$ cat src/design/rx_pkg.sv
// shared types for the two-lane receiver; sample widths fixed at 16 in, 8 out, and SAMPLES_PER_WORD must be a power of two
package rx_pkg;

  localparam int SAMPLE_W = 16;
  localparam int COMP_W   = 8;
  localparam int WORD_W   = 64;

  // gpio control bit positions
  localparam int CTRL_ENABLE_BIT    = 15;
  localparam int CTRL_BYPASS_CP_BIT = 9;

  localparam int SAMPLES_PER_WORD = 4;
  localparam int RST_STAGES       = 8;

  // converter sample
  typedef struct packed {
    logic signed [SAMPLE_W-1:0] re;
    logic signed [SAMPLE_W-1:0] im;
  } iq16_t;

  // compressed sample
  typedef struct packed {
    logic signed [COMP_W-1:0] re;
    logic signed [COMP_W-1:0] im;
  } iq8_t;

  typedef struct packed {
    logic [3:0] symbol;
    logic [7:0] slot;
    logic [9:0] frame;
  } sym_tag_t;

  // registered start command, shared by all lanes
  typedef struct packed {
    logic     trigger;
    logic     long_cp;
    sym_tag_t tag;
  } sym_start_t;

  typedef struct packed {
    logic enable;
    logic bypass_cp;
  } rx_cfg_t;

  typedef struct packed {
    logic [WORD_W-1:0] data;
    logic              valid;
    logic              sop;
    logic              eop;
    sym_tag_t          tag;
  } rx_word_t;

  typedef enum logic [1:0] {
    idle,
    skip_cp,
    pass_sym
  } cp_state_e;

endpackage
$ cat src/design/harden_rx.sv
// status mapping assumes LANES = 2; enable_in bit 0 is the i enable and bit 1 the q enable of a lane
`timescale 1ns/100ps

module harden_rx #(
  parameter int LANES        = 2,
  parameter int FFT_SIZE     = 64,
  parameter int CP_LEN_LONG  = 11,
  parameter int CP_LEN_SHORT = 9
) (
  input  logic                      link_clk,
  input  logic                      rst_n,
  input  logic [31:0]               gp_control,
  output logic [31:0]               gp_status_0,
  output logic [31:0]               gp_status_1,
  output logic [31:0]               gp_status_2,
  input  logic                      trigger,
  input  logic                      long_cp,
  input  logic [3:0]                din_symbol,
  input  logic [7:0]                din_slot,
  input  logic [9:0]                din_frame,
  input  logic [15:0]               data_in_i [LANES],
  input  logic [15:0]               data_in_q [LANES],
  input  logic [LANES-1:0]          valid_in,
  input  logic [1:0]                enable_in [LANES],
  output logic [rx_pkg::WORD_W-1:0] dout_data [LANES],
  output logic [LANES-1:0]          dout_valid,
  output logic [LANES-1:0]          dout_sop,
  output logic [LANES-1:0]          dout_eop,
  output logic [3:0]                dout_symbol [LANES],
  output logic [7:0]                dout_slot [LANES],
  output logic [9:0]                dout_frame [LANES]
);

  rx_pkg::rx_cfg_t    cfg;
  rx_pkg::sym_start_t sym_start;
  rx_pkg::sym_tag_t   din_tag;
  logic               lane_rst_n;
  rx_pkg::rx_word_t   lane_word [LANES];
  logic [LANES-1:0]   lane_sat;
  rx_pkg::rx_word_t   dout [LANES];
  logic [31:0]        xfer_cnt [LANES];
  logic [LANES-1:0]   sat_ever;

  assign din_tag = '{symbol: din_symbol, slot: din_slot, frame: din_frame};

  rx_ctrl u_ctrl (
    .link_clk  (link_clk),
    .rst_n     (rst_n),
    .gp_control(gp_control),
    .trigger   (trigger),
    .long_cp   (long_cp),
    .tag       (din_tag),
    .cfg       (cfg),
    .sym_start (sym_start),
    .lane_rst_n(lane_rst_n)
  );

  genvar g;
  generate
    for (g = 0; g < LANES; g++) begin : g_lane
      rx_pkg::iq16_t lane_din;
      logic          lane_enable;

      assign lane_din    = '{re: data_in_i[g], im: data_in_q[g]};
      assign lane_enable = &enable_in[g];

      rx_lane #(
        .FFT_SIZE    (FFT_SIZE),
        .CP_LEN_LONG (CP_LEN_LONG),
        .CP_LEN_SHORT(CP_LEN_SHORT)
      ) u_lane (
        .link_clk   (link_clk),
        .rst_n      (lane_rst_n),
        .lane_enable(lane_enable),
        .bypass_cp  (cfg.bypass_cp),
        .sym_start  (sym_start),
        .din        (lane_din),
        .din_valid  (valid_in[g]),
        .word       (lane_word[g]),
        .sat        (lane_sat[g])
      );

      assign dout_data[g]   = dout[g].data;
      assign dout_valid[g]  = dout[g].valid;
      assign dout_sop[g]    = dout[g].sop;
      assign dout_eop[g]    = dout[g].eop;
      assign dout_symbol[g] = dout[g].tag.symbol;
      assign dout_slot[g]   = dout[g].tag.slot;
      assign dout_frame[g]  = dout[g].tag.frame;
    end
  endgenerate

  rx_status #(
    .LANES(LANES)
  ) u_status (
    .link_clk(link_clk),
    .rst_n   (lane_rst_n),
    .words   (lane_word),
    .sat     (lane_sat),
    .dout    (dout),
    .xfer_cnt(xfer_cnt),
    .sat_ever(sat_ever)
  );

  assign gp_status_0 = xfer_cnt[0];
  assign gp_status_1 = xfer_cnt[1];
  // sticky saturation in bits 25:24
  assign gp_status_2 = {{(8 - LANES){1'b0}}, sat_ever, 24'd0};

endmodule

$ cat src/design/rx_status.sv
// output words are registered once with no back-pressure; counters and flags clear only on the lane reset
`timescale 1ns/100ps

module rx_status #(
  parameter int LANES = 2
) (
  input  logic             link_clk,
  input  logic             rst_n,
  input  rx_pkg::rx_word_t words [LANES],
  input  logic [LANES-1:0] sat,
  output rx_pkg::rx_word_t dout [LANES],
  output logic [31:0]      xfer_cnt [LANES],
  output logic [LANES-1:0] sat_ever
);

  genvar g;
  generate
    for (g = 0; g < LANES; g++) begin : g_lane
      logic                      valid_q;
      logic                      sop_q;
      logic                      eop_q;
      logic [rx_pkg::WORD_W-1:0] data_q;
      rx_pkg::sym_tag_t          tag_q;
      logic [31:0]               cnt_q;
      logic                      sat_q;

      always_ff @(posedge link_clk or negedge rst_n) begin
        if (!rst_n) begin
          valid_q <= 1'b0;
          sop_q   <= 1'b0;
          eop_q   <= 1'b0;
          cnt_q   <= '0;
          sat_q   <= 1'b0;
        end else begin
          valid_q <= words[g].valid;
          sop_q   <= words[g].sop;
          eop_q   <= words[g].eop;
          // one count per completed symbol
          if (words[g].valid && words[g].eop) begin
            cnt_q <= cnt_q + 1'b1;
          end
          if (sat[g]) begin
            sat_q <= 1'b1;
          end
        end
      end

      always_ff @(posedge link_clk) begin
        data_q <= words[g].data;
        tag_q  <= words[g].tag;
      end

      assign dout[g] = '{
        data:  data_q,
        valid: valid_q,
        sop:   sop_q,
        eop:   eop_q,
        tag:   tag_q
      };
      assign xfer_cnt[g] = cnt_q;
      assign sat_ever[g] = sat_q;

      eop_with_valid: assert property (@(posedge link_clk) disable iff (!rst_n)
        words[g].eop |-> words[g].valid);
    end
  endgenerate

endmodule

$ cat src/design/rx_lane.sv
// FFT_SIZE must be a multiple of SAMPLES_PER_WORD so that eop always lands on the last sample of a word
`timescale 1ns/100ps

module rx_lane #(
  parameter int FFT_SIZE     = 64,
  parameter int CP_LEN_LONG  = 11,
  parameter int CP_LEN_SHORT = 9
) (
  input  logic               link_clk,
  input  logic               rst_n,
  input  logic               lane_enable,
  input  logic               bypass_cp,
  input  rx_pkg::sym_start_t sym_start,
  input  rx_pkg::iq16_t      din,
  input  logic               din_valid,
  output rx_pkg::rx_word_t   word,
  output logic               sat
);

  localparam int IDX_W  = $clog2(rx_pkg::SAMPLES_PER_WORD);
  localparam int PAIR_W = 2 * rx_pkg::COMP_W;
  localparam int HOLD_W = rx_pkg::WORD_W - PAIR_W;

  rx_pkg::iq16_t           rm_dout;
  logic                    rm_valid;
  logic                    rm_sop;
  logic                    rm_eop;
  rx_pkg::sym_tag_t        rm_tag;
  rx_pkg::iq8_t            c_dout;
  logic                    c_valid;
  logic                    c_sop;
  logic                    c_eop;
  logic [IDX_W-1:0]        idx;
  logic [IDX_W-1:0]        cur_idx;
  logic                    last_sample;
  logic [HOLD_W-1:0]       hold;
  logic                    sop_seen;
  rx_pkg::sym_tag_t        sym_tag;
  logic [rx_pkg::WORD_W-1:0] word_data;
  logic                    word_valid;
  logic                    word_sop;
  logic                    word_eop;
  rx_pkg::sym_tag_t        word_tag;

  cp_remover #(
    .FFT_SIZE    (FFT_SIZE),
    .CP_LEN_LONG (CP_LEN_LONG),
    .CP_LEN_SHORT(CP_LEN_SHORT)
  ) u_cp_remover (
    .link_clk   (link_clk),
    .rst_n      (rst_n),
    .lane_enable(lane_enable),
    .bypass_cp  (bypass_cp),
    .sym_start  (sym_start),
    .din        (din),
    .din_valid  (din_valid),
    .dout       (rm_dout),
    .dout_valid (rm_valid),
    .dout_sop   (rm_sop),
    .dout_eop   (rm_eop),
    .tag        (rm_tag)
  );

  sample_compressor u_compressor (
    .link_clk  (link_clk),
    .rst_n     (rst_n),
    .din       (rm_dout),
    .din_valid (rm_valid),
    .din_sop   (rm_sop),
    .din_eop   (rm_eop),
    .dout      (c_dout),
    .dout_valid(c_valid),
    .dout_sop  (c_sop),
    .dout_eop  (c_eop),
    .sat       (sat)
  );

  // sop realigns the packer
  assign cur_idx     = c_sop ? '0 : idx;
  assign last_sample = c_valid && (cur_idx == IDX_W'(rx_pkg::SAMPLES_PER_WORD - 1));

  always_ff @(posedge link_clk or negedge rst_n) begin
    if (!rst_n) begin
      idx        <= '0;
      sop_seen   <= 1'b0;
      word_valid <= 1'b0;
      word_sop   <= 1'b0;
      word_eop   <= 1'b0;
    end else begin
      word_valid <= last_sample;
      word_sop   <= last_sample && (sop_seen || c_sop);
      word_eop   <= last_sample && c_eop;
      if (c_valid) begin
        idx <= cur_idx + 1'b1;
        if (last_sample) begin
          sop_seen <= 1'b0;
        end else if (c_sop) begin
          sop_seen <= 1'b1;
        end
      end
    end
  end

  // sample 0 shifts up into the top byte pair
  always_ff @(posedge link_clk) begin
    if (c_valid) begin
      hold <= {hold[HOLD_W-PAIR_W-1:0], c_dout.re, c_dout.im};
    end
    if (last_sample) begin
      word_data <= {hold, c_dout.re, c_dout.im};
      word_tag  <= sym_tag;
    end
    // held apart from the remover tag so a new trigger cannot retag words in flight
    if (rm_valid && rm_sop) begin
      sym_tag <= rm_tag;
    end
  end

  assign word = '{
    data:  word_data,
    valid: word_valid,
    sop:   word_sop,
    eop:   word_eop,
    tag:   word_tag
  };

endmodule

$ cat src/design/sample_compressor.sv
// round half up then saturate each component from 16 to 8 bits; only the positive rail can clip in practice
`timescale 1ns/100ps

module sample_compressor (
  input  logic          link_clk,
  input  logic          rst_n,
  input  rx_pkg::iq16_t din,
  input  logic          din_valid,
  input  logic          din_sop,
  input  logic          din_eop,
  output rx_pkg::iq8_t  dout,
  output logic          dout_valid,
  output logic          dout_sop,
  output logic          dout_eop,
  output logic          sat
);

  localparam int SW = rx_pkg::SAMPLE_W;
  localparam int CW = rx_pkg::COMP_W;
  localparam logic [CW-1:0] MAX_V = {1'b0, {(CW - 1){1'b1}}};
  // smallest input that rounds past the positive rail
  localparam int CLIP_IN = (1 << (SW - 1)) - (1 << (SW - CW - 1));

  // msb of the result flags a clipped value
  function automatic logic [CW:0] compress(input logic signed [SW-1:0] x);
    logic signed [SW:0] rounded;
    logic signed [CW:0] shifted;
    rounded = {x[SW-1], x} + (SW + 1)'(1 << (SW - CW - 1));
    shifted = rounded[SW:SW-CW];
    if (shifted[CW] != shifted[CW-1]) begin
      compress = {1'b1, shifted[CW], {(CW - 1){~shifted[CW]}}};
    end else begin
      compress = {1'b0, shifted[CW-1:0]};
    end
  endfunction

  logic [CW:0] re_c;
  logic [CW:0] im_c;

  assign re_c = compress(din.re);
  assign im_c = compress(din.im);

  always_ff @(posedge link_clk or negedge rst_n) begin
    if (!rst_n) begin
      dout_valid <= 1'b0;
      dout_sop   <= 1'b0;
      dout_eop   <= 1'b0;
      sat        <= 1'b0;
    end else begin
      dout_valid <= din_valid;
      dout_sop   <= din_valid && din_sop;
      dout_eop   <= din_valid && din_eop;
      sat        <= din_valid && (re_c[CW] || im_c[CW]);
    end
  end

  always_ff @(posedge link_clk) begin
    if (din_valid) begin
      dout <= '{re: re_c[CW-1:0], im: im_c[CW-1:0]};
    end
  end

  sat_at_rail: assert property (@(posedge link_clk) disable iff (!rst_n)
    sat |-> ((dout.re == MAX_V) && $past(din.re >= CLIP_IN)) ||
            ((dout.im == MAX_V) && $past(din.im >= CLIP_IN)));

endmodule

$ cat src/design/cp_remover.sv
// one symbol per accepted trigger; triggers while busy are dropped and the sample on the accepting edge is not counted
`timescale 1ns/100ps

module cp_remover #(
  parameter int FFT_SIZE     = 64,
  parameter int CP_LEN_LONG  = 11,
  parameter int CP_LEN_SHORT = 9
) (
  input  logic               link_clk,
  input  logic               rst_n,
  input  logic               lane_enable,
  input  logic               bypass_cp,
  input  rx_pkg::sym_start_t sym_start,
  input  rx_pkg::iq16_t      din,
  input  logic               din_valid,
  output rx_pkg::iq16_t      dout,
  output logic               dout_valid,
  output logic               dout_sop,
  output logic               dout_eop,
  output rx_pkg::sym_tag_t   tag
);

  localparam int CNT_W = $clog2(FFT_SIZE + CP_LEN_LONG + CP_LEN_SHORT);

  rx_pkg::cp_state_e state;
  logic [CNT_W-1:0]  cnt;
  logic [CNT_W-1:0]  cp_len;
  logic              start_ok;
  logic              pass_fire;

  assign start_ok  = (state == rx_pkg::idle) && lane_enable && sym_start.trigger;
  assign pass_fire = (state == rx_pkg::pass_sym) && din_valid;

  // bypass means a zero length prefix
  assign cp_len = bypass_cp        ? '0 :
                  sym_start.long_cp ? CNT_W'(CP_LEN_LONG) : CNT_W'(CP_LEN_SHORT);

  // cnt counts down through the prefix, then up through the symbol
  always_ff @(posedge link_clk or negedge rst_n) begin
    if (!rst_n) begin
      state <= rx_pkg::idle;
      cnt   <= '0;
    end else begin
      case (state)
        rx_pkg::idle: begin
          if (start_ok) begin
            if (cp_len == '0) begin
              state <= rx_pkg::pass_sym;
              cnt   <= '0;
            end else begin
              state <= rx_pkg::skip_cp;
              cnt   <= cp_len - 1'b1;
            end
          end
        end
        rx_pkg::skip_cp: begin
          if (din_valid) begin
            if (cnt == '0) begin
              state <= rx_pkg::pass_sym;
            end else begin
              cnt <= cnt - 1'b1;
            end
          end
        end
        rx_pkg::pass_sym: begin
          if (din_valid) begin
            if (cnt == CNT_W'(FFT_SIZE - 1)) begin
              state <= rx_pkg::idle;
              cnt   <= '0;
            end else begin
              cnt <= cnt + 1'b1;
            end
          end
        end
        default: begin
          state <= rx_pkg::idle;
        end
      endcase
    end
  end

  always_ff @(posedge link_clk or negedge rst_n) begin
    if (!rst_n) begin
      dout_valid <= 1'b0;
      dout_sop   <= 1'b0;
      dout_eop   <= 1'b0;
    end else begin
      dout_valid <= pass_fire;
      dout_sop   <= pass_fire && (cnt == '0);
      dout_eop   <= pass_fire && (cnt == CNT_W'(FFT_SIZE - 1));
    end
  end

  always_ff @(posedge link_clk) begin
    if (pass_fire) begin
      dout <= din;
    end
    // tag belongs to the symbol being framed
    if (start_ok) begin
      tag <= sym_start.tag;
    end
  end

  // eop marks exactly the edge where the symbol leaves pass_sym
  eop_in_symbol: assert property (@(posedge link_clk) disable iff (!rst_n)
    dout_eop == $fell(state == rx_pkg::pass_sym));

endmodule

$ cat src/design/rx_ctrl.sv
// gpio decode is combinational; lane reset drops asynchronously on rst_n or enable low and restarts after RST_STAGES cycles
`timescale 1ns/100ps

module rx_ctrl (
  input  logic                 link_clk,
  input  logic                 rst_n,
  input  logic [31:0]          gp_control,
  input  logic                 trigger,
  input  logic                 long_cp,
  input  rx_pkg::sym_tag_t     tag,
  output rx_pkg::rx_cfg_t      cfg,
  output rx_pkg::sym_start_t   sym_start,
  output logic                 lane_rst_n
);

  localparam int RCNT_W = $clog2(rx_pkg::RST_STAGES + 1);

  logic              restart_n;
  logic [RCNT_W-1:0] rst_cnt;
  logic              trig_q;
  logic              long_cp_q;
  rx_pkg::sym_tag_t  tag_q;

  assign cfg = '{
    enable:    gp_control[rx_pkg::CTRL_ENABLE_BIT],
    bypass_cp: gp_control[rx_pkg::CTRL_BYPASS_CP_BIT]
  };

  // clearing the enable bit restarts the whole data path
  assign restart_n = rst_n & cfg.enable;

  always_ff @(posedge link_clk or negedge restart_n) begin
    if (!restart_n) begin
      rst_cnt <= '0;
    end else if (rst_cnt != RCNT_W'(rx_pkg::RST_STAGES)) begin
      rst_cnt <= rst_cnt + 1'b1;
    end
  end

  assign lane_rst_n = (rst_cnt == RCNT_W'(rx_pkg::RST_STAGES));

  // trigger strobe
  always_ff @(posedge link_clk or negedge rst_n) begin
    if (!rst_n) begin
      trig_q <= 1'b0;
    end else begin
      trig_q <= trigger;
    end
  end

  // cp selection and tag ride along with the strobe
  always_ff @(posedge link_clk) begin
    long_cp_q <= long_cp;
    tag_q     <= tag;
  end

  assign sym_start = '{trigger: trig_q, long_cp: long_cp_q, tag: tag_q};

endmodule

$ cat config.mk
export PLATFORM = sky130hd
export DESIGN_NAME = harden_rx
export DESIGN_NICKNAME = d
export VERILOG_FILES = /design/src/design/rx_pkg.sv /design/src/design/harden_rx.sv /design/src/design/rx_status.sv /design/src/design/rx_lane.sv /design/src/design/sample_compressor.sv /design/src/design/cp_remover.sv /design/src/design/rx_ctrl.sv
export SDC_FILE = /design/constraint.sdc
export NUM_CORES = 1
export LEC_CHECK = 0
export BUFFER_PORTS_ARGS = -buffer_cell sky130_fd_sc_hd__buf_2
export CORE_ASPECT_RATIO = 1.25
export CORE_UTILIZATION = 60
export CTS_CLUSTER_SIZE = 30
export DETAILED_ROUTE_END_ITERATION = 7
export GPL_ROUTABILITY_DRIVEN = 0
export PLACE_DENSITY = 0.95
export SYNTH_ARGS = -nofsm -noshare
export SYNTH_HDL_FRONTEND = slang
export SYNTH_HIERARCHICAL = 1
export SYNTH_SLANG_ARGS = --single-unit
export TNS_END_PERCENT = 1
$ cat constraint.sdc
create_clock -name link_clk -period 7.4 [get_ports link_clk]
set_clock_uncertainty 0.2 [all_clocks]
set_input_delay 1.48 -clock link_clk [delete_from_list [all_inputs] [get_ports link_clk]]
set_output_delay 1.48 -clock link_clk [all_outputs]
set_load 0.005 [all_outputs]
Word-level counts from Yosys, hierarchy flattened --
Cells that the tools add are included.
Storage, ports and cells: bits in registers 768, input port bits 128
Cells by class: reduce and logical (&&, ||, !) cells 45, bitwise gates (word level) 5, add/sub/neg operators 14, mux-type cells 38, equality and inequality tests 26
Operator list (count):
- $mux W7 | 11
- $add A16 B9 Y17 const B | 4
- $add A32 B1 Y32 const B | 2
- $pmux W7 S3 | 2
- $mux W9 | 4
- $mux W2 | 14
- $logic_and A1 B1 Y1 | 24
- $logic_not A7 Y1 | 3
- $ne A2 B2 Y1 const B | 10
- $reduce_and A5 Y1 | 4
- $add A7 B1 Y7 const B | 2
- $eq A7 B6 Y1 const B | 2
- $sub A7 B1 Y7 const B | 2
- $pmux W2 S3 | 2
- $eq A2 B2 Y1 const B | 4
- $reduce_and A2 Y1 | 4
- $reduce_bool A3 Y1 | 2
- $sub A4 B1 Y5 const B | 1
- $add A2 B1 Y2 const B | 2
- $add A4 B1 Y4 const B | 1
- $eq A2 B1 Y1 const B | 2
- $eq A4 B4 Y1 const B | 1
- $logic_not A2 Y1 | 2
- $logic_or A1 B1 Y1 | 4
- 8 further kinds | 19

Logic depth before layout (Yosys ltp) --
word-level depth 6, gate-level depth with buffers 8, mapped depth without buffers 8

By module --
The synthesis kept the hierarchy.
By module, submodules not included:
- rx_lane | area an instance 4941.0 um^2, cells an instance 177, times used 2
- rx_status | area an instance 6690.2 um^2, cells an instance 451, times used 1
- cp_remover | area an instance 2503.7 um^2, cells an instance 153, times used 2
- sample_compressor | area an instance 1168.6 um^2, cells an instance 103, times used 2
- rx_ctrl | area an instance 739.5 um^2, cells an instance 47, times used 1
- harden_rx | area an instance 241.5 um^2, cells an instance 33, times used 1

Worst setup path after synthesis --
Ideal clock, no wire load.
kind reg-to-reg, from register g_lane[0].u_lane.u_compressor.dout_valid, to register g_lane[0].u_lane.word_tag (netlist bit g_lane[0].u_lane/word[0]) (enable), buffers on the path 0, path slack 4.565 ns, arrival time 2.250 ns, cell stages (with the launch flop) 2, clock period less this slack 2.835 ns, required time 6.815 ns, cell sequence dfrtp_1 -> and2_4
Between the ends: cells in the longest elaborated chain, start to end 1
Ends and longest elaborated chain:
- start, declared | line sample_compressor.sv:12 | output logic dout_valid,
- start signal, assigned | line sample_compressor.sv:50 | dout_valid <= din_valid;
- $logic_and A1 B1 Y1 | line rx_lane.sv:80 | assign last_sample = c_valid && (cur_idx == IDX_W'(rx_pkg::SAMPLES_PER_WORD - 1));
- net g_lane[0].u_lane.last_sample | line rx_lane.sv:35 | logic last_sample;
- end signal, assigned | line rx_lane.sv:111 | word_tag <= sym_tag;
- end, declared | line rx_lane.sv:43 | rx_pkg::sym_tag_t word_tag;
The timed path passes the listed nets, and every way through them passes these cells. A chain may end at the register's enable or synchronous reset.

Worst setup path after layout --
from register g_lane[1].u_lane/u_cp_remover/dout[7] in the netlist's numbering, to register g_lane[1].u_lane/u_compressor/dout[1] in the netlist's numbering (data pin)
Between the ends: cells in the longest elaborated chain, start to end 3, elaborated cells between the ends (all ways) 4
Ends and longest elaborated chain:
- start, declared | line cp_remover.sv:16 | output rx_pkg::iq16_t dout,
- start signal, assigned | line cp_remover.sv:96 | dout <= din;
- $add A16 B9 Y17 * | line sample_compressor.sv:28 | rounded = {x[SW-1], x} + (SW + 1)'(1 << (SW - CW - 1));
- $ne A1 B1 Y1 or $not A1 Y1 (tied branches) | line sample_compressor.sv:30, sample_compressor.sv:31
- $mux W9 * | line sample_compressor.sv:30 | if (shifted[CW] != shifted[CW-1]) begin
- net g_lane[1].u_lane.u_compressor.im_c[1] | line sample_compressor.sv:38 | logic [CW:0] im_c;
- end signal, assigned | line sample_compressor.sv:59 | dout <= '{re: re_c[CW-1:0], im: im_c[CW-1:0]};
- end, declared | line sample_compressor.sv:11 | output rx_pkg::iq8_t dout,
The timed path passes the listed nets; every way through them passes the cells marked *.

==> impl_metrics.py <==
metrics = {
    "floorplan": {
        "die_w_microns": 181,
        "rows": 81,
        "io_pins": 402,
        "start_util_pct": 61.2,
        "core_area_sq_um": 39300,
        "die_h_microns": 226,
        "dieArea_sq_um": 40900,
    },
    "route": {
        "dr_total_vias": 12700,
        "drcViolationCount": 0,
        "firstDrtPassIters": 5,
        "drt_wl_total_microns": 48000,
        "wl_per_cell_microns": 21.1,
        "drt_iter0_markers": 1025,
        "viasPerCell": 5.57,
        "ant_nets": 0,
    },
    "worst_setup_path": {
        "critPathCaptureType": "flop",
        "rrSetupSlack_ns": 4.40,
        "arrival_ns": 3.11,
        "required_ns": 7.51,
        "path_class": "reg2reg",
        "critPathLaunchType": "flop",
        "cp_max_fo": 8,
    },
    "timing": {
        "slew_headroom_pct": 22.0,
        "timing_hold_violations_final": 0,
        "tightest_slew_ns": 1.17,
        "fin_tns_setup_ns": 0,
        "fin_crit_ns": 3.00,
        "fmax_mhz": 333,
        "period_share_pct": 40.6,
        "finalMaxSlewViolations": 0,
        "rsz0062_at_grt": "false",
        "setup_viol": 0,
        "setup_slack_ns": 4.40,
    },
    "global_route": {
        "grt_overflow": 0,
        "antenna_found_initial": 9,
        "track_usage_pct": 23.6,
        "grt_max_degree": 69,
        "grt_pass1_vias": 12900,
        "grt_pass1_wl_microns": 73200,
    },
    "placed_design": {
        "dpl.hpwl_microns": 29600,
        "placed_cells": 2142,
        "place_ws_ns": 4.11,
        "numPortBuffers": 313,
    },
    "clock_tree": {
        "tritoncts": "yes",
        "cts_max_path_buffers": 3,
        "worst_skew_pair.late_latency_ns": 0.58,
        "ctsHtreeMaxLevel": 3,
        "cts_root_buf": "clkbuf_16",
        "numCtsBuffers": 67,
        "ctsHoldBuffers": 0,
        "post_cts_buffers": 0,
        "path_clk_slew_ns": 0.07,
        "cts_resized": 0,
        "clock-sinks": 740,
    },
    "final_layout": {
        "post-route-util_pct": 71.7,
        "area_growth_pct": 17.3,
        "layout-drive-gt1-share_pct": 27.3,
        "fin_cells": 2275,
        "fillers": 2254,
        "fin_nets": 1871,
    },
    "pwr": {
        "p_leak_nw": 11.3,
        "p_per_area_nw_per_um2": 353,
        "ir_worst_vdd_mv": 0.261,
        "totalPowerFinal_mw": 9.96,
    },
    "synthesis": {
        "syn_avg_cell_area_sq_um": 17.6,
        "netlist_area_sq_um": 24000,
        "yosys_warnings": 6,
        "syn_inst": 1368,
    },
    "worst_hold_path": {
        "hp-class": "reg2reg",
    },
    "run": {
        "max-cap-violations": 0,
    },
    "run_status": {
        "status": "finished, final reports clean",
    },
}
layout make-up:
| type | instances | area (sq um) | area share, % |
|---|---|---|---|
| multi-input cells | 550 | 3850 | 13.7 |
| repair buffers | 319 | 1610 | 5.71 |
| flip-flops and latches | 740 | 19700 | 69.7 |
| clock inverters | 28 | 268 | 0.949 |
| well taps | 498 | 623 | 2.21 |
| inverters | 35 | 134 | 0.475 |
| clock buffers | 96 | 2020 | 7.17 |
| diodes | 9 | 22.5 | 0.0799 |
per-layer routing:
| metal | up-vias | global-route usage [%] | share of wire (%) |
|---|---|---|---|
| li1 | 5626 | - | - |
| met5 | - | 0 | 0.025 |
| met1 | 6254 | 28.0 | 37 |
| met2 | 637 | 41.1 | 52 |
| met4 | 2 | 13.1 | 4.8 |
| met3 | 155 | 4.21 | 6.1 |
final timing paths:
kind / start / endpoint / cells past startpoint
worst min-delay path: g_lane[1].u_lane/word[19]$_DFFE_PP_ / u_status/dout[19]$_DFF_P_ / 0
worst max-delay path: g_lane[1].u_lane/u_cp_remover/dout[7]$_DFFE_PP_ / g_lane[1].u_lane/u_compressor/dout[1]$_DFFE_PP_ / 8
worst max register to register: g_lane[1].u_lane/u_cp_remover/dout[7]$_DFFE_PP_ / g_lane[1].u_lane/u_compressor/dout[1]$_DFFE_PP_ / 8
max in group asynchronous: u_ctrl/rst_cnt[0]$_DFFE_PN0P_ / g_lane[1].u_lane/u_compressor/dout_valid$_DFF_PN0_ / 5
min in group asynchronous: u_ctrl/rst_cnt[3]$_DFFE_PN0P_ / u_status/g_lane[0].cnt_q[30]$_DFFE_PN0P_ / 2
worst min register to register: g_lane[1].u_lane/word[19]$_DFFE_PP_ / u_status/dout[19]$_DFF_P_ / 0
power by group:
part	total, mW	internal (mW)	switching, mW
registers	5.33	5.03	0.300
logic	1.10	0.383	0.718
clock network	3.52	2.03	1.49
total	9.96	7.45	2.51
metrics by stage:
step           cell area [sq um]  hold slack [ns]
4_1_cts                    28200            0.128
3_3_place_gp               25900            0.123
5_1_grt                    28200            0.138
2_1_floorplan              24200            0.123
3_5_place_dp               25900            0.127
6_report                   28200            0.116
sequential cells by signal (all words and copies together) (netlist names), 4 cells and up:
register / flops
g_lane.u_lane/word_data: 128
g_lane.u_lane/word: 44
g_lane.u_lane/u_cp_remover/dout: 36
g_lane.u_lane/u_compressor/dout: 32
g_lane.u_lane/hold: 96
u_ctrl/sym_start: 22
g_lane.u_lane/u_cp_remover/state: 4
u_ctrl/rst_cnt: 4
g_lane.u_lane/sym_tag: 44
u_status/g_lane.cnt_q: 64
g_lane.u_lane/idx: 4
u_status/g_lane.data_q: 128
g_lane.u_lane/u_cp_remover/tag: 44
g_lane.u_lane/u_cp_remover/cnt: 14
u_status/dout: 44
critical path, stage by stage, from the launching register on:
cell and delay, ns:
edfxtp_1 0.37, ha_1 0.23, nand2_1 0.11, nor3_1 0.39, xnor2_1 0.15, ha_1 0.45, inv_1 0.22, a311oi_4 0.44
a21oi_1 0.15
placed cells by master (no fill, tap or decap), types with 10 or more instances in the layout:
cell / count
dfrtp_1: 119
clkbuf_16: 72
a21oi_1: 34
clkinv_2: 10
nor4_2: 10
nor3_1: 23
buf_2: 313
nor2_1: 40
xnor2_1: 54
inv_1: 34
ha_1: 30
nand4_1: 28
nand2_1: 48
clkbuf_1: 11
and2_1: 13
nand3_1: 41
o21ai_0: 20
conb_1: 30
and3_1: 18
edfxtp_1: 424
dfxtp_1: 195
xor2_1: 32
clkbuf_8: 13
Power figures use the tool's default switching activity.
